File: config.mk
export PLATFORM = sky130hd
export DESIGN_NAME = local_mem_reg_pipe
export DESIGN_NICKNAME = d
export VERILOG_FILES = /design/src/hw/local_mem_pkg.sv /design/src/hw/local_mem_reg_pipe.sv
export SDC_FILE = /design/constraint.sdc
export NUM_CORES = 1
export LEC_CHECK = 0
export BUFFER_PORTS_ARGS = -buffer_cell sky130_fd_sc_hd__buf_2
export CORE_MARGIN = 4
export CORE_UTILIZATION = 43
export DETAILED_ROUTE_END_ITERATION = 7
export PLACE_DENSITY_LB_ADDON = 0.25
export SLEW_MARGIN = 20
export SYNTH_ARGS = -nofsm -noshare
export SYNTH_HDL_FRONTEND = slang
export SYNTH_SLANG_ARGS = --single-unit
File: constraint.sdc
create_clock -name tgt_mem_afu_clk -period 7 [get_ports tgt_mem_afu_clk]
set_input_delay 0.35 -clock tgt_mem_afu_clk [delete_from_list [all_inputs] [get_ports tgt_mem_afu_clk]]
set_output_delay 0.35 -clock tgt_mem_afu_clk [all_outputs]
set_load 0.03 [all_outputs]
File: src/hw/local_mem_pkg.sv
/*
 * Shared constants and types for the AFU local-memory port.
 * Imported by the pipe, the bank router, the banks and the top level.
 */

`default_nettype none

package local_mem_pkg;

    // ==================================================
    // Address and data geometry
    // ==================================================

    // Word address as seen by the AFU
    localparam int LOCAL_MEM_ADDR_WIDTH = 10;

    // One data word per request, no byte enables
    localparam int LOCAL_MEM_DATA_WIDTH = 32;

    // Bit 0 picks the bank, so consecutive words alternate between banks
    localparam int LOCAL_MEM_BANK_SEL_BIT = 0;

    // The bank sees the full address minus its select bit
    localparam int LOCAL_MEM_BANK_ADDR_WIDTH = LOCAL_MEM_ADDR_WIDTH - 1;

    // ==================================================
    // Latency
    // ==================================================

    // Edges from a bank accepting a read to that bank's readdatavalid
    localparam int LOCAL_MEM_BANK_READ_LATENCY = 2;

    // Timing stages between the AFU and the router.
    // Each one adds a cycle on the request side and a cycle on the response side
    localparam int LOCAL_MEM_REG_STAGES = 2;

    // Command carried on every internal hop in place of read and write strobes
    typedef enum logic [1:0]
    {
        CMD_IDLE  = 2'd0,
        CMD_READ  = 2'd1,
        CMD_WRITE = 2'd2
    } mem_cmd_e;

endpackage

`default_nettype wire

File: src/hw/local_mem_reg_pipe.sv
/*
 * Timing register stages between the AFU and the bank router.
 * Every request stage is a skid stage that honors waitrequest. Responses are
 * delayed by the same number of stages. With zero stages the block is wires.
 */

`timescale 1ns/1ns
`default_nettype none

module local_mem_reg_pipe
#(
    parameter int N_REG_STAGES = 1
)
(
    input  wire logic                                             tgt_mem_afu_clk,
    input  wire logic                                             rst,

    // Upstream side, toward the AFU
    input  wire local_mem_pkg::mem_cmd_e                          up_cmd,
    input  wire logic [local_mem_pkg::LOCAL_MEM_ADDR_WIDTH-1:0]   up_address,
    input  wire logic [local_mem_pkg::LOCAL_MEM_DATA_WIDTH-1:0]   up_writedata,
    output logic                                                  up_waitrequest,
    output logic [local_mem_pkg::LOCAL_MEM_DATA_WIDTH-1:0]        up_readdata,
    output logic                                                  up_readdatavalid,

    // Downstream side, toward the router
    output local_mem_pkg::mem_cmd_e                               dn_cmd,
    output logic [local_mem_pkg::LOCAL_MEM_ADDR_WIDTH-1:0]        dn_address,
    output logic [local_mem_pkg::LOCAL_MEM_DATA_WIDTH-1:0]        dn_writedata,
    input  wire logic                                             dn_waitrequest,
    input  wire logic [local_mem_pkg::LOCAL_MEM_DATA_WIDTH-1:0]   dn_readdata,
    input  wire logic                                             dn_readdatavalid
);

    import local_mem_pkg::*;

    // Request chain. Index 0 is the upstream side and index N the downstream side.
    // With no stages the two ends are the same element and the pipe reduces to wires
    mem_cmd_e                          req_cmd       [0:N_REG_STAGES];
    logic [LOCAL_MEM_ADDR_WIDTH-1:0]   req_address   [0:N_REG_STAGES];
    logic [LOCAL_MEM_DATA_WIDTH-1:0]   req_writedata [0:N_REG_STAGES];
    logic                              req_wait      [0:N_REG_STAGES];

    // Response chain, indexed the same way but flowing toward index 0
    logic                              rsp_valid     [0:N_REG_STAGES];
    logic [LOCAL_MEM_DATA_WIDTH-1:0]   rsp_data      [0:N_REG_STAGES];

    assign req_cmd[0]       = up_cmd;
    assign req_address[0]   = up_address;
    assign req_writedata[0] = up_writedata;
    assign up_waitrequest   = req_wait[0];

    assign dn_cmd                 = req_cmd[N_REG_STAGES];
    assign dn_address             = req_address[N_REG_STAGES];
    assign dn_writedata           = req_writedata[N_REG_STAGES];
    assign req_wait[N_REG_STAGES] = dn_waitrequest;

    assign rsp_valid[N_REG_STAGES] = dn_readdatavalid;
    assign rsp_data[N_REG_STAGES]  = dn_readdata;
    assign up_readdatavalid        = rsp_valid[0];
    assign up_readdata             = rsp_data[0];

    // ==================================================
    // Request stages
    // ==================================================
    for (genvar i = 0; i < N_REG_STAGES; i++)
    begin : g_req_stage
        // Main register drives the next stage, skid catches one request on a stall
        mem_cmd_e                          main_cmd;
        logic [LOCAL_MEM_ADDR_WIDTH-1:0]   main_address;
        logic [LOCAL_MEM_DATA_WIDTH-1:0]   main_writedata;
        mem_cmd_e                          skid_cmd;
        logic [LOCAL_MEM_ADDR_WIDTH-1:0]   skid_address;
        logic [LOCAL_MEM_DATA_WIDTH-1:0]   skid_writedata;
        logic                              skid_valid;
        logic                              take_in;
        logic                              main_free;

        // The waitrequest sent upstream is the registered skid flag, which
        // breaks the combinational waitrequest path at every stage
        assign take_in   = (req_cmd[i] != CMD_IDLE) && !skid_valid;
        assign main_free = (main_cmd == CMD_IDLE) || !req_wait[i+1];

        always_ff @(posedge tgt_mem_afu_clk)
        begin
            if (rst)
            begin
                main_cmd   <= CMD_IDLE;
                skid_valid <= 1'b0;
            end
            else if (main_free)
            begin
                // A parked request always goes first to keep issue order.
                // With the skid empty, an idle input loads CMD_IDLE as it should
                main_cmd   <= skid_valid ? skid_cmd : req_cmd[i];
                skid_valid <= 1'b0;
            end
            else if (take_in)
            begin
                skid_valid <= 1'b1;
            end
        end

        always_ff @(posedge tgt_mem_afu_clk)
        begin
            if (main_free)
            begin
                main_address   <= skid_valid ? skid_address : req_address[i];
                main_writedata <= skid_valid ? skid_writedata : req_writedata[i];
            end
            // Main is held downstream, so the newly accepted request parks here
            if (!main_free && take_in)
            begin
                skid_cmd       <= req_cmd[i];
                skid_address   <= req_address[i];
                skid_writedata <= req_writedata[i];
            end
        end

        assign req_cmd[i+1]       = main_cmd;
        assign req_address[i+1]   = main_address;
        assign req_writedata[i+1] = main_writedata;
        assign req_wait[i]        = skid_valid;
    end

    // ==================================================
    // Response stages
    // ==================================================
    for (genvar i = 0; i < N_REG_STAGES; i++)
    begin : g_rsp_stage
        logic                              valid_q;
        logic [LOCAL_MEM_DATA_WIDTH-1:0]   data_q;

        // No back-pressure on responses, so this is a plain shift stage
        always_ff @(posedge tgt_mem_afu_clk)
        begin
            if (rst)
            begin
                valid_q <= 1'b0;
            end
            else
            begin
                valid_q <= rsp_valid[i+1];
            end
        end

        always_ff @(posedge tgt_mem_afu_clk)
        begin
            data_q <= rsp_data[i+1];
        end

        assign rsp_valid[i] = valid_q;
        assign rsp_data[i]  = data_q;
    end

    // The AFU must hold a stalled command until it is taken
    a_up_cmd_stable : assert property (
        @(posedge tgt_mem_afu_clk) disable iff (rst)
        (up_cmd != CMD_IDLE) && up_waitrequest |=> up_cmd == $past(up_cmd)
    );

endmodule

`default_nettype wire
Word level (Yosys, flattened, before mapping). Index checks and enable logic that the tools add are counted.

Register bits: 122. Bits of input ports: 80. Word-level logic and storage cells: 21.

Reduce and logical (&&, ||, !) cells: 9. Multiplexer cells: 3.

Operators by type and width (number): 32-bit 2-to-1 mux (1); 10-bit 2-to-1 mux (1); 1-bit logical NOT (3); 1-bit logical AND (2); 2-bit logical NOT (1); 2-bit 2-to-1 mux (1); 2-bit nonzero test (1); 2-bit OR reduction (1); 1-bit logical OR (1).

Depth between registers and ports, before layout.
Depth in word-level cells: 4. Gate-level depth with buffers: 4.

Least setup slack after synthesis. Ideal clock, no wire load.

Kind: reg2reg. From: reg g_req_stage[0].main_cmd[1], in the netlist dn_cmd[1]. To: reg g_req_stage[0].skid_address[0], enable pin. Slack: 0.018 ns. Arrival time: 6.124 ns. Cell stages (with the launch flop): 3. Clock period less this slack: 6.982 ns. Buffers on the path: 0. Path through: dfxtp_1 > o21ai_0 > nor3_1.

Cells in the longest elaborated chain, start to end: 4.

Ends and longest elaborated chain: start, declared (line local_mem_reg_pipe.sv:69) `mem_cmd_e main_cmd;`; start signal, assigned (line local_mem_reg_pipe.sv:95) `main_cmd <= skid_valid ? skid_cmd : req_cmd[i];`; 2-bit logical NOT (line local_mem_reg_pipe.sv:82) `assign main_free = (main_cmd == CMD_IDLE) || !req_wait[i+1];`; 1-bit logical OR (line local_mem_reg_pipe.sv:82); net g_req_stage[0].main_free (line local_mem_reg_pipe.sv:77) `logic main_free;`; 1-bit logical NOT (line local_mem_reg_pipe.sv:112) `if (!main_free && take_in)`; 1-bit logical AND (line local_mem_reg_pipe.sv:112); end signal, assigned (line local_mem_reg_pipe.sv:115) `skid_address <= req_address[i];`; end, declared (line local_mem_reg_pipe.sv:73) `logic [LOCAL_MEM_ADDR_WIDTH-1:0] skid_address;`.

The timed path passes the listed nets, and every way through them passes these cells. A chain may end at the register's enable or synchronous reset.

Final worst setup path.
From: reg g_req_stage[0].skid_valid, in the netlist up_waitrequest. To: reg g_req_stage[0].skid_writedata[8], enable pin.

Cells in the longest elaborated chain, start to end: 3.

Ends and longest elaborated chain: start, declared (line local_mem_reg_pipe.sv:75) `logic skid_valid;`; start signal, assigned (line local_mem_reg_pipe.sv:89) `skid_valid <= 1'b0;`; start signal, assigned (line local_mem_reg_pipe.sv:96) `skid_valid <= 1'b0;`; start signal, assigned (line local_mem_reg_pipe.sv:100) `skid_valid <= 1'b1;`; 1-bit logical NOT (line local_mem_reg_pipe.sv:81) `assign take_in = (req_cmd[i] != CMD_IDLE) && !skid_valid;`; 1-bit logical AND (line local_mem_reg_pipe.sv:81); 1-bit logical AND (line local_mem_reg_pipe.sv:112); end signal, assigned (line local_mem_reg_pipe.sv:116) `skid_writedata <= req_writedata[i];`; end, declared (line local_mem_reg_pipe.sv:74) `logic [LOCAL_MEM_DATA_WIDTH-1:0] skid_writedata;`.

No other way between the ends.

==> results.json <==
{
  "outcome": "completed",
  "cts_resized": 0,
  "powerDensity_nw_per_um2": 321.3,
  "cts_tree": "yes",
  "reg2reg_depth": 3,
  "cp-end-kind": "flip-flop",
  "final_common_cell": "buf_2",
  "syn_area_um2": 4061,
  "cap_violations": 0,
  "setup_slack_ps": 4769,
  "final_cell_mix": "buf_2 (157), edfxtp_1 (86), mux2_4 (36)",
  "firstDrtPassIters": 4,
  "startpoint": "up_waitrequest",
  "drt-initial-drc-count": 123,
  "timing.final.crit_share_pct": 31.87,
  "design_area_um2": 5852,
  "yosysWarnings": 0,
  "hold_class": "input port to flip-flop",
  "fmax_ghz": 0.4483,
  "diodes": 0,
  "numCtsBuffers": 17,
  "rsz0062_at_grt": "no",
  "htreeDepth": 4,
  "vias": 2369,
  "die_y_um": 105.2,
  "core_area_um2": 9196,
  "cp-start-kind": "flip-flop",
  "start_util_pct": 44.16,
  "hold_depth": 1,
  "critPathRequiredTime_ps": 7160,
  "grt_pass1_wl_mm": 12.86,
  "synth_top_area_cell": "edfxtp_1",
  "cts-root-buf": "clkbuf_8",
  "synth_cell_types": 14,
  "place_congestion": 0.6849,
  "clk_pin_slew_ps": 60,
  "antenna_found_initial": 0,
  "ios": 158,
  "setup_viol": 0,
  "hpwlAfterDp_mm": 5.008,
  "synth_nets": 263,
  "cts_max_path_buffers": 2,
  "power_mw": 1.880,
  "synthTopCellsByArea": "edfxtp_1 (64%), dfxtp_1 (18%), mux2_4 (13%), mux2_2 (1.7%), buf_6 (1.1%)",
  "clk_latency_ps": 500,
  "worstMarginPinSlew_ps": 820.1,
  "cp.arrival_ps": 2390,
  "vdd_drop_max_mv": 0.1879,
  "period_needed_ps": 2231,
  "critPathKind": "flip-flop to flip-flop",
  "slew_violations": 0,
  "grt_usage_pct": 15.13,
  "io_buffers": 157,
  "setup-tns-final_ps": 0,
  "synthCells": 183,
  "syn_area_per_cell_um2": 22.19,
  "drc_errors": 0,
  "fin_nets": 469,
  "drt_wl_total_mm": 7.980,
  "ant_nets": 0,
  "synth-seq-cells": 122,
  "dp_slack_ps": 4381,
  "netlist.area_leader.share_pct": 63.59,
  "via_per_inst": 4.618,
  "die_w_um": 105.2,
  "placed_area_um2": 4961,
  "fin_skew_ps": 5.545,
  "cts.sinks": 122,
  "drive_above_1_share_pct": 58.71,
  "post_cts_buffers": 0,
  "min-delay-start": "up_writedata[26]",
  "rows": 35,
  "seq_area_frac_synth_pct": 81.33,
  "die_area_um2": 11060,
  "slew_headroom_pct": 45.33,
  "hold_violations": 0,
  "overflow": 0,
  "fill_cells": 666,
  "wl_per_cell_um": 15.56,
  "grt_pass1_vias": 2608,
  "crit_fanout": 47,
  "area_growth_pct": 44.08,
  "grt_max_degree": 48,
  "power_leakage_nw": 2.497,
  "worstReg2RegStart": "up_waitrequest",
  "whs_ps": 41.15
}
## kinds of logic after synthesis
kind of cell	count (synthesis)	share of synthesized area, %
and+or+nand+nor	7	0.8010
AOI/OAI and AO/OA	5	0.8007
muxes	44	15.47
DFF	122	81.33
buffers and inverters	5	1.602
## worst max-delay path, stage by stage, from the launching register on
cell and delay (ps):
dfxtp_2 310, buf_4 350, nor3_4 710, buf_4 470
## through the flow
| step | std cells | utilization, % |
|---|---|---|
| 2_1_floorplan | 183 | - |
| 3_3_place_gp | 449 | 53.95 |
| 3_5_place_dp | 449 | 53.95 |
| 4_1_cts | 513 | 63.56 |
| 5_1_grt | 513 | 63.63 |
| 6_report | 513 | 63.63 |
## cell type report
type                    instances  area, um2  area share, %
repair buffers                192       1129          19.29
flip-flops and latches        122       3304          56.47
multi-input cells              56      715.7          12.23
well taps                     111      138.9          2.373
clock buffers                  20      467.9          7.997
clock inverters                12      96.34          1.646
## power breakdown
group	leakage, nW	internal (mW)	switching (mW)
registers	1.14	0.836	0.0134
logic	1.08	0.0837	0.136
clock network	0.279	0.486	0.326
total	2.50	1.40	0.475
## cell usage after synthesis
library cell and count:
mux2i_1 2, nor3_1 3, o22ai_1 2, buf_12 1
nor2b_1 1, buf_6 4, a21o_1 2, o21ai_0 1
mux2_2 6, dfxtp_1 36, nor2_1 1, edfxtp_1 86
nand2_1 2, mux2_4 36
## routing by layer
layer  GRT usage (%)  part of all wire [%]  up-vias
met1           18.31                    42     1139
met4           5.998                   1.3        0
met2           23.68                    48      103
met3           6.733                   8.2       10
li1                -                     -     1117
met5               0                     0        -
## sequential cells by signal, summed over array words and instances, names as in the netlist
signal	cells
dn_address	10
up_waitrequest	1
g_req_stage.skid_writedata	32
g_req_stage.skid_address	10
dn_cmd	2
up_readdatavalid	1
g_req_stage.skid_cmd	2
dn_writedata	32
up_readdata	32
## worst paths after layout
kind / to / slack, ps
hold / removal: g_req_stage[0].skid_writedata[26] / 40
setup reg to reg: g_req_stage[0].skid_writedata[8] / 4770
setup / recovery: g_req_stage[0].skid_writedata[8] / 4770
hold reg to reg: dn_cmd[0] / 530
## repair_timing
| item | 4_1_cts | 5_1_grt |
|---|---|---|
| hold endpoints to repair | 32 | 0 |
| endpoints found under the setup margin | 0 | 0 |
| hold buffers | 32 | 0 |
Note: power is estimated with default switching activity, not from simulation.
