## config.mk

```make
export PLATFORM = sky130hd
export DESIGN_NAME = local_mem_bank_route
export DESIGN_NICKNAME = d
export VERILOG_FILES = /design/src/hw/local_mem_pkg.sv /design/src/hw/local_mem_bank_route.sv
export SDC_FILE = /design/constraint.sdc
export NUM_CORES = 1
export LEC_CHECK = 0
export ABC_AREA = 1
export BUFFER_PORTS_ARGS = -buffer_cell sky130_fd_sc_hd__buf_4
export CORE_AREA = 2 2 92 94
export DETAILED_ROUTE_END_ITERATION = 8
export DIE_AREA = 0 0 94 96
export GPL_ROUTABILITY_DRIVEN = 0
export PLACE_DENSITY = 0.57
export SETUP_SLACK_MARGIN = 0.1
export SYNTH_ARGS = -nofsm -noshare
export SYNTH_HDL_FRONTEND = slang
export SYNTH_SLANG_ARGS = --single-unit
```

## constraint.sdc

```tcl
create_clock -name vclk -period 0.8
set_input_delay 0.04 -clock vclk [all_inputs]
set_output_delay 0.04 -clock vclk [all_outputs]
set_load 0.005 [all_outputs]
```

## src/hw/local_mem_pkg.sv

```systemverilog
/*
 * Shared constants and types for the AFU local-memory port.
 * Imported by the pipe, the bank router, the banks and the top level.
 */

`default_nettype none

package local_mem_pkg;

    // ==================================================
    // Address and data geometry
    // ==================================================

    // Word address as seen by the AFU
    localparam int LOCAL_MEM_ADDR_WIDTH = 10;

    // One data word per request, no byte enables
    localparam int LOCAL_MEM_DATA_WIDTH = 32;

    // Bit 0 picks the bank, so consecutive words alternate between banks
    localparam int LOCAL_MEM_BANK_SEL_BIT = 0;

    // The bank sees the full address minus its select bit
    localparam int LOCAL_MEM_BANK_ADDR_WIDTH = LOCAL_MEM_ADDR_WIDTH - 1;

    // ==================================================
    // Latency
    // ==================================================

    // Edges from a bank accepting a read to that bank's readdatavalid
    localparam int LOCAL_MEM_BANK_READ_LATENCY = 2;

    // Timing stages between the AFU and the router.
    // Each one adds a cycle on the request side and a cycle on the response side
    localparam int LOCAL_MEM_REG_STAGES = 2;

    // Command carried on every internal hop in place of read and write strobes
    typedef enum logic [1:0]
    {
        CMD_IDLE  = 2'd0,
        CMD_READ  = 2'd1,
        CMD_WRITE = 2'd2
    } mem_cmd_e;

endpackage

`default_nettype wire

```

## src/hw/local_mem_bank_route.sv

```systemverilog
/*
 * Steers each request to one of two banks by the interleave bit and merges the
 * banks' read responses into one stream. Purely combinational for data.
 */

`timescale 1ns/1ns
`default_nettype none

module local_mem_bank_route
(
    // Upstream request from the pipe
    input  wire local_mem_pkg::mem_cmd_e                             cmd,
    input  wire logic [local_mem_pkg::LOCAL_MEM_ADDR_WIDTH-1:0]      address,
    input  wire logic [local_mem_pkg::LOCAL_MEM_DATA_WIDTH-1:0]      writedata,
    output logic                                                     waitrequest,
    output logic [local_mem_pkg::LOCAL_MEM_DATA_WIDTH-1:0]           readdata,
    output logic                                                     readdatavalid,

    // Bank 0, even word addresses
    output local_mem_pkg::mem_cmd_e                                  b0_cmd,
    output logic [local_mem_pkg::LOCAL_MEM_BANK_ADDR_WIDTH-1:0]      b0_address,
    output logic [local_mem_pkg::LOCAL_MEM_DATA_WIDTH-1:0]           b0_writedata,
    input  wire logic                                                b0_waitrequest,
    input  wire logic [local_mem_pkg::LOCAL_MEM_DATA_WIDTH-1:0]      b0_readdata,
    input  wire logic                                                b0_readdatavalid,

    // Bank 1, odd word addresses
    output local_mem_pkg::mem_cmd_e                                  b1_cmd,
    output logic [local_mem_pkg::LOCAL_MEM_BANK_ADDR_WIDTH-1:0]      b1_address,
    output logic [local_mem_pkg::LOCAL_MEM_DATA_WIDTH-1:0]           b1_writedata,
    input  wire logic                                                b1_waitrequest,
    input  wire logic [local_mem_pkg::LOCAL_MEM_DATA_WIDTH-1:0]      b1_readdata,
    input  wire logic                                                b1_readdatavalid,

    // Only used by the collision check
    input  wire logic                                                tgt_mem_afu_clk,
    input  wire logic                                                rst
);

    import local_mem_pkg::*;

    logic                                 bank_sel;
    logic [LOCAL_MEM_BANK_ADDR_WIDTH-1:0] bank_address;

    // ==================================================
    // Request steering
    // ==================================================
    assign bank_sel = address[LOCAL_MEM_BANK_SEL_BIT];

    // The select bit is the lowest one, so the bank address is the bits above it
    assign bank_address = address[LOCAL_MEM_ADDR_WIDTH-1:LOCAL_MEM_BANK_SEL_BIT+1];

    // Only the selected bank sees the command, the other one idles
    assign b0_cmd = bank_sel ? CMD_IDLE : cmd;
    assign b1_cmd = bank_sel ? cmd : CMD_IDLE;

    // Address and data fan out to both, the command decides who acts
    assign b0_address   = bank_address;
    assign b1_address   = bank_address;
    assign b0_writedata = writedata;
    assign b1_writedata = writedata;

    // Stall follows the bank that this request targets
    assign waitrequest = bank_sel ? b1_waitrequest : b0_waitrequest;

    // ==================================================
    // Response merge
    // ==================================================
    // Equal bank latency and one accept per cycle keep the banks from ever
    // returning in the same cycle, so a simple select preserves issue order
    assign readdatavalid = b0_readdatavalid || b1_readdatavalid;
    assign readdata      = b1_readdatavalid ? b1_readdata : b0_readdata;

    a_no_rsp_collision : assert property (
        @(posedge tgt_mem_afu_clk) disable iff (rst)
        !(b0_readdatavalid && b1_readdatavalid)
    );

endmodule

`default_nettype wire

```

==> After elaboration in Yosys (flattened, before gate mapping) <==
Cells that the tools add are included.
{ "word_totals": {"ff_bits": 0, "latch_bits": 0, "ram_bits": 0, "mem_bits_ro": 0, "wordCells": 5, "mem_count": 0} }
{ "op_classes": {"n_addsub": 0, "n_mul": 0, "div": 0, "magnitude_cmp": 0, "n_eq_ne": 0, "shift": 0, "muxes": 4, "bitwise_logic": 0, "n_reduce_logical": 1} }
{ "op_table": {"columns": ["op", "n"], "rows": [
  ["$mux 32", 1],
  ["$mux 2", 2],
  ["$logic_or 1x1->1", 1],
  ["$mux 1", 1]
]} }

==> Logic depth before layout (Yosys ltp) <==
Gate-level depths: netlist of run 1.
{ "depth": {"depth_word": 1, "depth_mapped": 5, "ltp_nobuf": 3} }

==> Worst setup path after synthesis of run 1 <==
No wires, ideal clock.
{ "synth_path": {"path_kind": "input port to output port", "startpoint": "input b1_readdatavalid", "endpoint": "output readdatavalid", "arrival_ns": 0.444, "required_time_ns": 0.760, "path_slack_ns": 0.316, "stages": 2, "n_path_buf": 1, "cell_sequence": "buf_6 or2_2"} }
{ "synth_between": {"elab_chain_len": 1} }
{ "synth_lines": {"columns": ["element", "line_no", "source"], "rows": [
  ["from (decl)", "local_mem_bank_route.sv:33", "input wire logic b1_readdatavalid,"],
  ["$logic_or 1x1->1", "local_mem_bank_route.sv:71", "assign readdatavalid = b0_readdatavalid || b1_readdatavalid;"],
  ["to (decl)", "local_mem_bank_route.sv:17", "output logic readdatavalid,"]
]} }
Every way passes these cells.

==> Worst setup path after layout of run 1 <==
{ "layout_path": {"startpoint": "input b1_readdatavalid", "endpoint": "output readdata[13] (netlist bit)"} }
{ "layout_between": {"elab_chain_len": 1} }
{ "layout_lines": {"columns": ["element", "line_no", "source"], "rows": [
  ["$mux 32", "local_mem_bank_route.sv:72", "assign readdata = b1_readdatavalid ? b1_readdata : b0_readdata;"],
  ["to (decl)", "local_mem_bank_route.sv:16", "output logic [local_mem_pkg::LOCAL_MEM_DATA_WIDTH-1:0] readdata,"]
]} }
Every way passes these cells.

==> results of run 1 <==
-- cell families (layout without fill, tap and decap cells) --
family / after synthesis / in the layout / synth area share [%]
AND/OR/NAND/NOR: 104 / 104 / 35.7
buffers and inverters: 95 / 119 / 64.3
-- Yosys cell counts --
library cell and n:
sky130_fd_sc_hd__nand2_1 101, sky130_fd_sc_hd__or2_2 1, sky130_fd_sc_hd__buf_6 4, sky130_fd_sc_hd__inv_1 5, sky130_fd_sc_hd__inv_4 1, sky130_fd_sc_hd__nor2_1 2
sky130_fd_sc_hd__buf_4 85
-- cell type report --
| type | instances | area [um2] |
|---|---|---|
| Timing Repair Buffer | 113 | 881 |
| Fill cell | 917 | 6620 |
| Tap cell | 105 | 131 |
| Inverter | 6 | 25.0 |
| Multi-Input combinational cell | 104 | 393 |
-- metal layers --
metal | vias up | share of wire, %
li1 | 550 | -
met1 | 439 | 29
met2 | 74 | 50
met3 | 40 | 13
met4 | 0 | 8.2
met5 | - | 0
-- critical path, delay by kind of cell --
| family | cells | cell delay (ns) |
|---|---|---|
| buffers and inverters | 4 | 0.45 |
| and+or+nand+nor | 2 | 0.12 |
-- per-stage QoR --
stage | worst slack (ns) | utilization (%) | instances
2_1_floorplan | 0.316 | - | 199
3_3_place_gp | 0.0932 | 17.7 | 328
3_5_place_dp | 0.0993 | 17.7 | 328
4_1_cts | 0.104 | 17.7 | 328
5_1_grt | 0.0805 | 17.8 | 328
6_report | 0.138 | 17.8 | 328
-- placed cells by master (no fill, tap or decap) --
cell type                 Yosys  routed
sky130_fd_sc_hd__buf_4       85     109
sky130_fd_sc_hd__nand2_1    101     101
sky130_fd_sc_hd__inv_1        5       5
sky130_fd_sc_hd__nor2_1       2       2
sky130_fd_sc_hd__buf_12       0       2
sky130_fd_sc_hd__buf_6        4       2
sky130_fd_sc_hd__inv_4        1       1
sky130_fd_sc_hd__or2_2        1       1
-- where the power goes --
group	internal, uW	switching [uW]
Sequential	0	0
Combinational	474	256
Clock	0	0
-- how the worst max path moves through the flow --
| stage | slack [ns] | depth (start not counted) | start | endpoint |
|---|---|---|---|---|
| after global placement | 0.09 | 5 | b1_readdatavalid | readdata[13] |
| after detailed placement | 0.1 | 5 | b1_readdatavalid | readdata[13] |
| after CTS | 0.10 | 5 | b1_readdatavalid | readdata[5] |
| after floorplan | 0.32 | 2 | b1_readdatavalid | readdatavalid |
| after global routing | 0.08 | 6 | b1_readdatavalid | readdata[13] |
| final | 0.14 | 6 | b1_readdatavalid | readdata[13] |
-- timing repair --
item,in CTS,in global routing
resized for setup,1,1
cloned,0,0
setup endpoints to repair,1,13
setup buffers,0,0
endpoints found under the hold margin,0,0
hold buffers,0,0
==> impl_results.rst, run 1 <==
.. list-table::
   :header-rows: 1

   * - Metric
     - Value
   * - Number of sequential storage elements
     - 0
   * - Most area-hungry cell type in the Yosys netlist
     - sky130_fd_sc_hd__buf_4
   * - Setup Viol. Count Final
     - 0
   * - Met2 demand-to-capacity share in global routing
     - 12.0%
   * - Leakage component of the power
     - 0.000895 uW
   * - Flip-flop and latch area
     - 0 um2
   * - Area enclosed by the die boundary
     - 9020 um2
   * - Hold Crit Start
     - writedata[17]
   * - Number of vias per cell
     - 3.36
   * - WP data required
     - 0.76 ns
   * - Relative slew slack
     - 91.2%
   * - PortBufs
     - 109
   * - Antenna violations before repair
     - 0
   * - Hold Vio Cnt, Final
     - 0
   * - Kind of launch point of the worst setup path
     - input port
   * - Syn nets
     - 313
   * - Number of DRC markers in iteration 0
     - 21
   * - Sum Neg Setup Slack
     - 0 ns
   * - Slowest CP cell
     - sky130_fd_sc_hd__buf_4
   * - Gate count of the mapped netlist
     - 199
   * - Total of max-cap violations
     - 0
   * - Transition at the pin with the smallest max-transition slack
     - 0.132 ns
   * - Clock buffer count
     - 0
   * - Number of warnings issued by yosys
     - 0
   * - Largest incremental delay on the critical path
     - 0.14 ns
   * - Routed vias
     - 1103
   * - Global-route met1 utilization
     - 4.21%
   * - HPWL after DPL
     - 2.71 mm
   * - Cell area power density
     - 510 nW/um2
   * - Sequential element share of the synthesized area
     - 0%
   * - Initial Utilization
     - 13.7%
   * - Maximum fanout along the worst path
     - 17
   * - Pin count of the biggest net entering global routing
     - 19
   * - Series of cell instances along the critical path
     - buf_4, inv_4, buf_12, nand2_1, nand2_1, buf_4
   * - Count of boundary I/O pins
     - 234
   * - Share of layout cells above drive strength 1
     - 51.6%
   * - CORE AREA
     - 8050 um2
   * - Antenna diode instance count
     - 0
   * - Total power draw
     - 730 uW
   * - Die boundary width
     - 94 um
   * - Vias in the first global route
     - 964
   * - Layer with the highest usage after global routing
     - met2
   * - Layout area overhead
     - 29.9%
   * - Status
     - finished, final reports clean
   * - Total congestion overflow
     - 0
   * - # nets final
     - 339
   * - Synth unique cells
     - 7
   * - Die outline height
     - 96 um
   * - Fraction of the cycle the final worst path needs
     - 82.7%
   * - Max VDD drop
     - 0.0996 mV
   * - Number of design rule violations left after detail routing
     - 0
   * - Routed Antenna Nets
     - 0
   * - Critical setup path kind
     - in -> out
   * - Routed wire per std cell
     - 9.76 um
   * - Netlist Area Pre-Place
     - 1100 um2
   * - Post-route design area
     - 1430 um2
   * - Hold depth
     - 0
   * - Peak Freq
     - 1.51 GHz
   * - Worst hold path type
     - in -> out
   * - Setup repair after global routing missed its margin
     - yes
   * - Minimum period implied by the final worst setup slack
     - 0.662 ns
   * - Worst min-delay path endpoint
     - b0_writedata[17]
   * - First-pass GRT wire length
     - 4.26 mm
   * - Overall routed net length
     - 3.20 mm
   * - Area share of the largest cell type after synthesis
     - 58.0%
   * - Max-slew violation total from the final report
     - 0
   * - Total number of placement rows
     - 33
   * - Element type at the critical path end
     - output pin
   * - Hold slack final
     - 0.0800 ns
   * - Arrival time of the worst setup path
     - 0.62 ns
   * - Total iterations of the first detailed-routing run
     - 3
   * - Met3 routing resource usage after global routing
     - 1.25%
   * - Post-placement cell area
     - 1420 um2
   * - Post-Synthesis Mean Instance Area
     - 5.53 um2
   * - Global-route total usage across every layer
     - 5.75%
   * - Top post-synthesis cells by area
     - sky130_fd_sc_hd__buf_4 58%, sky130_fd_sc_hd__nand2_1 34%, sky130_fd_sc_hd__buf_6 4.1%
No activity file was read; power rests on OpenSTA's default activity.
==> run 2, diff against run 1 <==
--- a/config.mk
+++ b/config.mk
@@ -5,13 +5,13 @@
 export SDC_FILE = /design/constraint.sdc
 export NUM_CORES = 1
 export LEC_CHECK = 0
-export ABC_AREA = 1
+export ABC_AREA = 0
 export BUFFER_PORTS_ARGS = -buffer_cell sky130_fd_sc_hd__buf_4
-export CORE_AREA = 2 2 92 94
+export CORE_AREA = 2 2 90 92
 export DETAILED_ROUTE_END_ITERATION = 8
-export DIE_AREA = 0 0 94 96
+export DIE_AREA = 0 0 92 94
 export GPL_ROUTABILITY_DRIVEN = 0
-export PLACE_DENSITY = 0.57
+export PLACE_DENSITY = 0.6
 export SETUP_SLACK_MARGIN = 0.1
 export SYNTH_ARGS = -nofsm -noshare
 export SYNTH_HDL_FRONTEND = slang
==> run 2 against run 1 <==
First-iteration DRC count shrank 62%. Maximum frequency decreased by 16%. Sequential share of layout area stayed put. Worst hold slack unchanged. Cell count shrank 22%. Global-route usage grew 0.58 points. Via count is 26% lower. Non-clock buffer count is 2 higher. Flip-flop and latch count did not move. Area after synthesis grew 8.9%. Die area is 4.2% lower. Power up 35%. Critical path type unchanged. Largest power group unchanged.
==> impl_results.rst, run 2 <==
.. list-table::
   :header-rows: 1

   * - Metric
     - Value
   * - Status
     - finished, final reports clean
   * - Post-Synth XOR/XNOR Area
     - 0%
   * - Clock buffer count
     - 0
   * - Sequential element share of the synthesized area
     - 0%
   * - Layer with the highest usage after global routing
     - met2
   * - Levels on crit path
     - 4
   * - Overall routed net length
     - 3.26 mm
   * - Multi-input gate area in the final layout
     - 523 um2
   * - Die boundary width
     - 92 um
   * - Minimum period implied by the final worst setup slack
     - 0.785 ns
   * - Adder-cell share of the synthesized area
     - 0%
   * - Top post-synthesis cells by area
     - sky130_fd_sc_hd__buf_4 51%, sky130_fd_sc_hd__mux2_4 36%, sky130_fd_sc_hd__buf_12 5.0%
   * - Largest incremental delay on the critical path
     - 0.30 ns
   * - Synth unique cells
     - 8
   * - Total number of placement rows
     - 32
   * - Post-placement cell count
     - 252
   * - Most area-hungry cell type in the Yosys netlist
     - sky130_fd_sc_hd__buf_4
   * - Arrival time of the worst setup path
     - 0.75 ns
   * - HPWL after DPL
     - 2.55 mm
   * - PortBufs
     - 109
   * - Hold_buf cts
     - 0
   * - Filler cell count in the final layout
     - 847
   * - Total of max-cap violations
     - 0
   * - Die outline height
     - 94 um
   * - Routed wire per std cell
     - 12.8 um
   * - Leakage component of the power
     - 0.000915 uW
   * - Antenna diode instance count
     - 0
   * - Total iterations of the first detailed-routing run
     - 3
   * - Fraction of the cycle the final worst path needs
     - 98.2%
   * - Number of vias per cell
     - 3.22
   * - Element type at the critical path end
     - output pin
   * - Transition at the pin with the smallest max-transition slack
     - 0.0835 ns
   * - Maximum fanout along the worst path
     - 8
   * - Peak Freq
     - 1.27 GHz
   * - Global-route met1 utilization
     - 7.32%
   * - Relative slew slack
     - 94.4%
   * - Complex-gate fraction of the synthesized area
     - 0%
   * - Vias in the first global route
     - 866
   * - Syn nets
     - 238
   * - Met3 routing resource usage after global routing
     - 2.09%
   * - Post-Synthesis Mean Instance Area
     - 9.67 um2
   * - Global-route total usage across every layer
     - 6.32%
   * - Number of buffer and inverter stages on the critical path
     - 3
   * - WP data required
     - 0.76 ns
   * - Kind of launch point of the worst setup path
     - input port
   * - Initial Utilization
     - 15.8%
   * - Layout area overhead
     - 45.7%
   * - Setup Viol. Count Final
     - 0
   * - Pin count of the biggest net entering global routing
     - 9
   * - Worst path most repeated cell
     - sky130_fd_sc_hd__buf_16
   * - Combinational family with the most area after synthesis
     - buffers and inverters
   * - Hold Crit Start
     - address[9]
   * - Total congestion overflow
     - 0
   * - First-pass GRT wire length
     - 4.49 mm
   * - Highest-count cells in the layout ignoring fill and taps
     - 76 x sky130_fd_sc_hd__buf_4, 32 x sky130_fd_sc_hd__mux2_4, 32 x sky130_fd_sc_hd__buf_6
   * - Critical setup path kind
     - in -> out
   * - Crit path max-delay family
     - buffers and inverters
   * - Share of synthesized area spent on multiplexers
     - 40.1%
   * - Series of cell instances along the critical path
     - buf_16, buf_16, mux2_4, buf_6
   * - Post-synthesis share of cell area spent on and, or, nand and nor gates
     - 2.61%
   * - Routed vias
     - 821
   * - Hold depth
     - 0
   * - Count of boundary I/O pins
     - 234
   * - Antenna violations before repair
     - 0
   * - Postcts setup bufs
     - 0
   * - Routed Antenna Nets
     - 0
   * - Worst min-delay path endpoint
     - b0_address[8]
   * - Max-slew violation total from the final report
     - 0
   * - Most common library cell in the layout ignoring fill and taps
     - sky130_fd_sc_hd__buf_4
   * - Number of warnings issued by yosys
     - 0
   * - Netlist Area Pre-Place
     - 1200 um2
   * - Worst hold path type
     - in -> out
   * - Timing startpoint of the critical path
     - b1_readdatavalid
   * - Post-route insts no fill
     - 255
   * - Met2 demand-to-capacity share in global routing
     - 11.2%
   * - Setup repair after global routing missed its margin
     - yes
   * - Most frequently used cell type in the post-synthesis netlist
     - sky130_fd_sc_hd__buf_4
   * - Commonest cells post-synth
     - 82 x sky130_fd_sc_hd__buf_4, 29 x sky130_fd_sc_hd__mux2_4, 4 x sky130_fd_sc_hd__mux2_2, 3 x sky130_fd_sc_hd__buf_12
   * - # nets final
     - 269
   * - Hold Vio Cnt, Final
     - 0
   * - CORE AREA
     - 7610 um2
   * - Gate count of the mapped netlist
     - 124
   * - Share of layout cells above drive strength 1
     - 96.7%
   * - Cell area power density
     - 565 nW/um2
   * - Slowest CP cell
     - sky130_fd_sc_hd__mux2_4
   * - Post-route design area
     - 1750 um2
   * - Number of sequential storage elements
     - 0
   * - Number of design rule violations left after detail routing
     - 0
   * - Flip-flop and latch area
     - 0 um2
   * - Post-placement cell area
     - 1510 um2
   * - Area share of the largest cell type after synthesis
     - 51.4%
   * - Area enclosed by the die boundary
     - 8650 um2
   * - Max VDD drop
     - 0.174 mV
   * - Number of DRC markers in iteration 0
     - 8
==> run 2: cell count changes after synthesis, moves of 2 or more <==
cell and delta:
sky130_fd_sc_hd__and2_1 +2, sky130_fd_sc_hd__buf_12 +3, sky130_fd_sc_hd__buf_4 -3, sky130_fd_sc_hd__buf_6 -3, sky130_fd_sc_hd__inv_1 -5, sky130_fd_sc_hd__mux2_2 +4, sky130_fd_sc_hd__mux2_4 +29, sky130_fd_sc_hd__nand2_1 -101
sky130_fd_sc_hd__nor2_1 -2, sky130_fd_sc_hd__nor2b_1 +2
==> run 2: final cells by class <==
class,instances,share of cell area (%)
repair buffers,115,62.8
multi-input cells,38,29.9
well taps,102,7.31
==> run 2: kinds of logic (layout without fill, tap and decap cells) <==
| family | Yosys count | after routing |
|---|---|---|
| buffers and inverters | 86 | 115 |
| muxes | 33 | 33 |
| and+or+nand+nor | 5 | 5 |
==> run 2: how the worst max path moves through the flow <==
stage                   endpoint  slack [ns]
floorplan           readdata[10]        0.16
global placement    readdata[30]       -0.06
detailed placement  readdata[30]       -0.05
CTS                 readdata[30]       0.005
global route         readdata[4]      -0.005
finish               readdata[7]        0.01
==> run 2: through the flow <==
step / TNS (ns) / setup slack [ns] / power [uW] / hold WS (ns) / utilization [%]
2_1_floorplan: 0 / 0.162 / 654 / 0.110 / -
3_3_place_gp: -0.680 / -0.0583 / 807 / 0.0801 / 19.8
3_5_place_dp: -0.670 / -0.0535 / 817 / 0.0801 / 19.8
4_1_cts: 0 / 0.00463 / 1000 / 0.0801 / 23.0
5_1_grt: -0.0162 / -0.00535 / 1040 / 0.0800 / 23.0
6_report: 0 / 0.0145 / 987 / 0.0800 / 23.0
==> run 2: power breakdown <==
group	switching, uW	internal, uW	leakage [uW]
Sequential	0	0	0
Clock	0	0	0
Combinational	257	730	0.000915
Total	257	730	0.000915
==> run 2: per-layer routing <==
metal  vias up  wire (um)
li1        378          -
met1       363       1090
met2        63       1730
met3        17        358
met4         0         77
met5         -          0
==> run 2: timing repair <==
item                                    in CTS  in global routing
endpoints found under the setup margin      33                 33
pin swaps                                    1                  1
gates resized for setup                     44                  0
cloned                                       3                  0
==> run 3, diff against run 2 <==
--- a/config.mk
+++ b/config.mk
@@ -11,6 +11,7 @@
 export DETAILED_ROUTE_END_ITERATION = 8
 export DIE_AREA = 0 0 92 94
 export GPL_ROUTABILITY_DRIVEN = 0
+export MAX_ROUTING_LAYER = met4
 export PLACE_DENSITY = 0.6
 export SETUP_SLACK_MARGIN = 0.1
 export SYNTH_ARGS = -nofsm -noshare
==> run 3 against run 2 <==
First-iteration DRC count unchanged. Critical path depth unchanged. Largest cell class unchanged. Flip-flop and latch count unchanged. Setup slack about the same. Cell count unchanged. Combinational power about the same.
==> impl_results.rst, run 3 (synthesized netlist as in run 2, its figures left out) <==
.. list-table::
   :header-rows: 1

   * - Metric
     - Value
   * - HPWL after DPL
     - 2.55 mm
   * - WP data required
     - 0.76 ns
   * - Initial Utilization
     - 15.8%
   * - P_int
     - 730 uW
   * - Global-route total usage across every layer
     - 6.50%
   * - Most common library cell in the layout ignoring fill and taps
     - sky130_fd_sc_hd__buf_4
   * - Hold slack final
     - 0.0800 ns
   * - Slowest CP cell
     - sky130_fd_sc_hd__mux2_4
   * - # nets final
     - 269
   * - Total power draw
     - 987 uW
   * - Layout area overhead
     - 45.7%
   * - Pre-CTS setup slack
     - -0.0535 ns
   * - Number of DRC markers in iteration 0
     - 8
   * - Total iterations of the first detailed-routing run
     - 3
   * - Post-placement cell area
     - 1510 um2
   * - Maximum fanout along the worst path
     - 8
   * - Flip-flop and latch area
     - 0 um2
   * - Arrival time of the worst setup path
     - 0.75 ns
   * - Max VDD drop
     - 0.174 mV
   * - Hold_buf cts
     - 0
   * - Routed Antenna Nets
     - 0
   * - Max-slew violation total from the final report
     - 0
   * - Leakage component of the power
     - 0.000915 uW
   * - Routed wire per std cell
     - 12.8 um
   * - First-pass GRT wire length
     - 4.49 mm
   * - Minimum period implied by the final worst setup slack
     - 0.785 ns
   * - Total number of placement rows
     - 32
   * - Clock buffer count
     - 0
   * - PnR worst setup slack
     - 0.0145 ns
   * - Kind of launch point of the worst setup path
     - input port
   * - Fraction of the cycle the final worst path needs
     - 98.2%
   * - Worst path most repeated cell
     - sky130_fd_sc_hd__buf_16
   * - Relative slew slack
     - 94.4%
   * - Transition at the pin with the smallest max-transition slack
     - 0.0835 ns
   * - Die boundary width
     - 92 um
   * - Worst hold path type
     - in -> out
   * - Status
     - finished, final reports clean
   * - Area enclosed by the die boundary
     - 8650 um2
   * - Element type at the critical path end
     - output pin
   * - Series of cell instances along the critical path
     - buf_16, buf_16, mux2_4, buf_6
   * - Sequential group share of total power
     - 0%
   * - Post-route design area
     - 1750 um2
   * - Total of max-cap violations
     - 0
   * - Number of design rule violations left after detail routing
     - 0
   * - Switching power
     - 257 uW
   * - Routed vias
     - 821
   * - Postcts setup bufs
     - 0
   * - Proportion of total power due to net switching
     - 26.0%
   * - Crit path max-delay family
     - buffers and inverters
   * - PortBufs
     - 109
   * - Setup repair after global routing missed its margin
     - yes
   * - Largest incremental delay on the critical path
     - 0.30 ns
   * - Vias in the first global route
     - 866
   * - Number of buffer and inverter stages on the critical path
     - 3
   * - Count of boundary I/O pins
     - 234
   * - CORE AREA
     - 7610 um2
   * - Pin count of the biggest net entering global routing
     - 9
   * - Die outline height
     - 94 um
   * - Critical setup path kind
     - in -> out
   * - Antenna violations before repair
     - 0
   * - Hold Vio Cnt, Final
     - 0
   * - Total congestion overflow
     - 0
   * - Peak Freq
     - 1.27 GHz
   * - Share of layout cells above drive strength 1
     - 96.7%
   * - Cell area power density
     - 565 nW/um2
   * - Number of vias per cell
     - 3.22
   * - Antenna diode instance count
     - 0
   * - Combinational Power Share
     - 100.0%
   * - Clock power share
     - 0%
   * - Setup Viol. Count Final
     - 0
   * - Overall routed net length
     - 3.26 mm
   * - Number of sequential storage elements
     - 0
   * - Highest-count cells in the layout ignoring fill and taps
     - 76 x sky130_fd_sc_hd__buf_4, 32 x sky130_fd_sc_hd__mux2_4, 32 x sky130_fd_sc_hd__buf_6
==> run 3: cell counts in the layout (fill, tap and decap cells not counted) <==
Identical to the previous run, type by type.
==> run 3: per-stage QoR <==
step                      util [%]  instances  TNS (ns)
after CTS                     23.0        255         0
after floorplan                  -        124         0
after global placement        19.8        252    -0.680
after detailed placement      19.8        252    -0.670
final                         23.0        255         0
after global routing          23.0        255   -0.0162
==> run 3: area by class of cell <==
| cell class | instances | area, um2 |
|---|---|---|
| well taps | 102 | 128 |
| multi-input cells | 38 | 523 |
| repair buffers | 115 | 1100 |
| fillers | 847 | 5860 |
==> run 3: path summary, 6_finish.rpt <==
path                             to  depth (start not counted)             start
worst min-delay path  b0_address[8]                          0        address[9]
worst max-delay path    readdata[7]                          4  b1_readdatavalid
==> run 3: metal layers <==
layer,wire length [um],GRT usage [%],vias to the layer above
met5,0,-,-
met3,349,2.01,17
li1,-,-,378
met4,77,1.74,0
met2,1730,11.2,63
met1,1100,7.37,363
==> run 3: repair_timing <==
item,in CTS,in global routing
gates cloned,3,0
resized for setup,44,0
endpoints found under the setup margin,33,33
pin swaps,1,1
==> run 3: power by group through the flow <==
stage	sequential [uW]	combinational, uW	clock, uW
6_report	0	987	0
5_1_grt	0	1040	0
4_1_cts	0	1000	0
3_5_place_dp	0	817	0
3_3_place_gp	0	807	0
2_1_floorplan	0	654	0
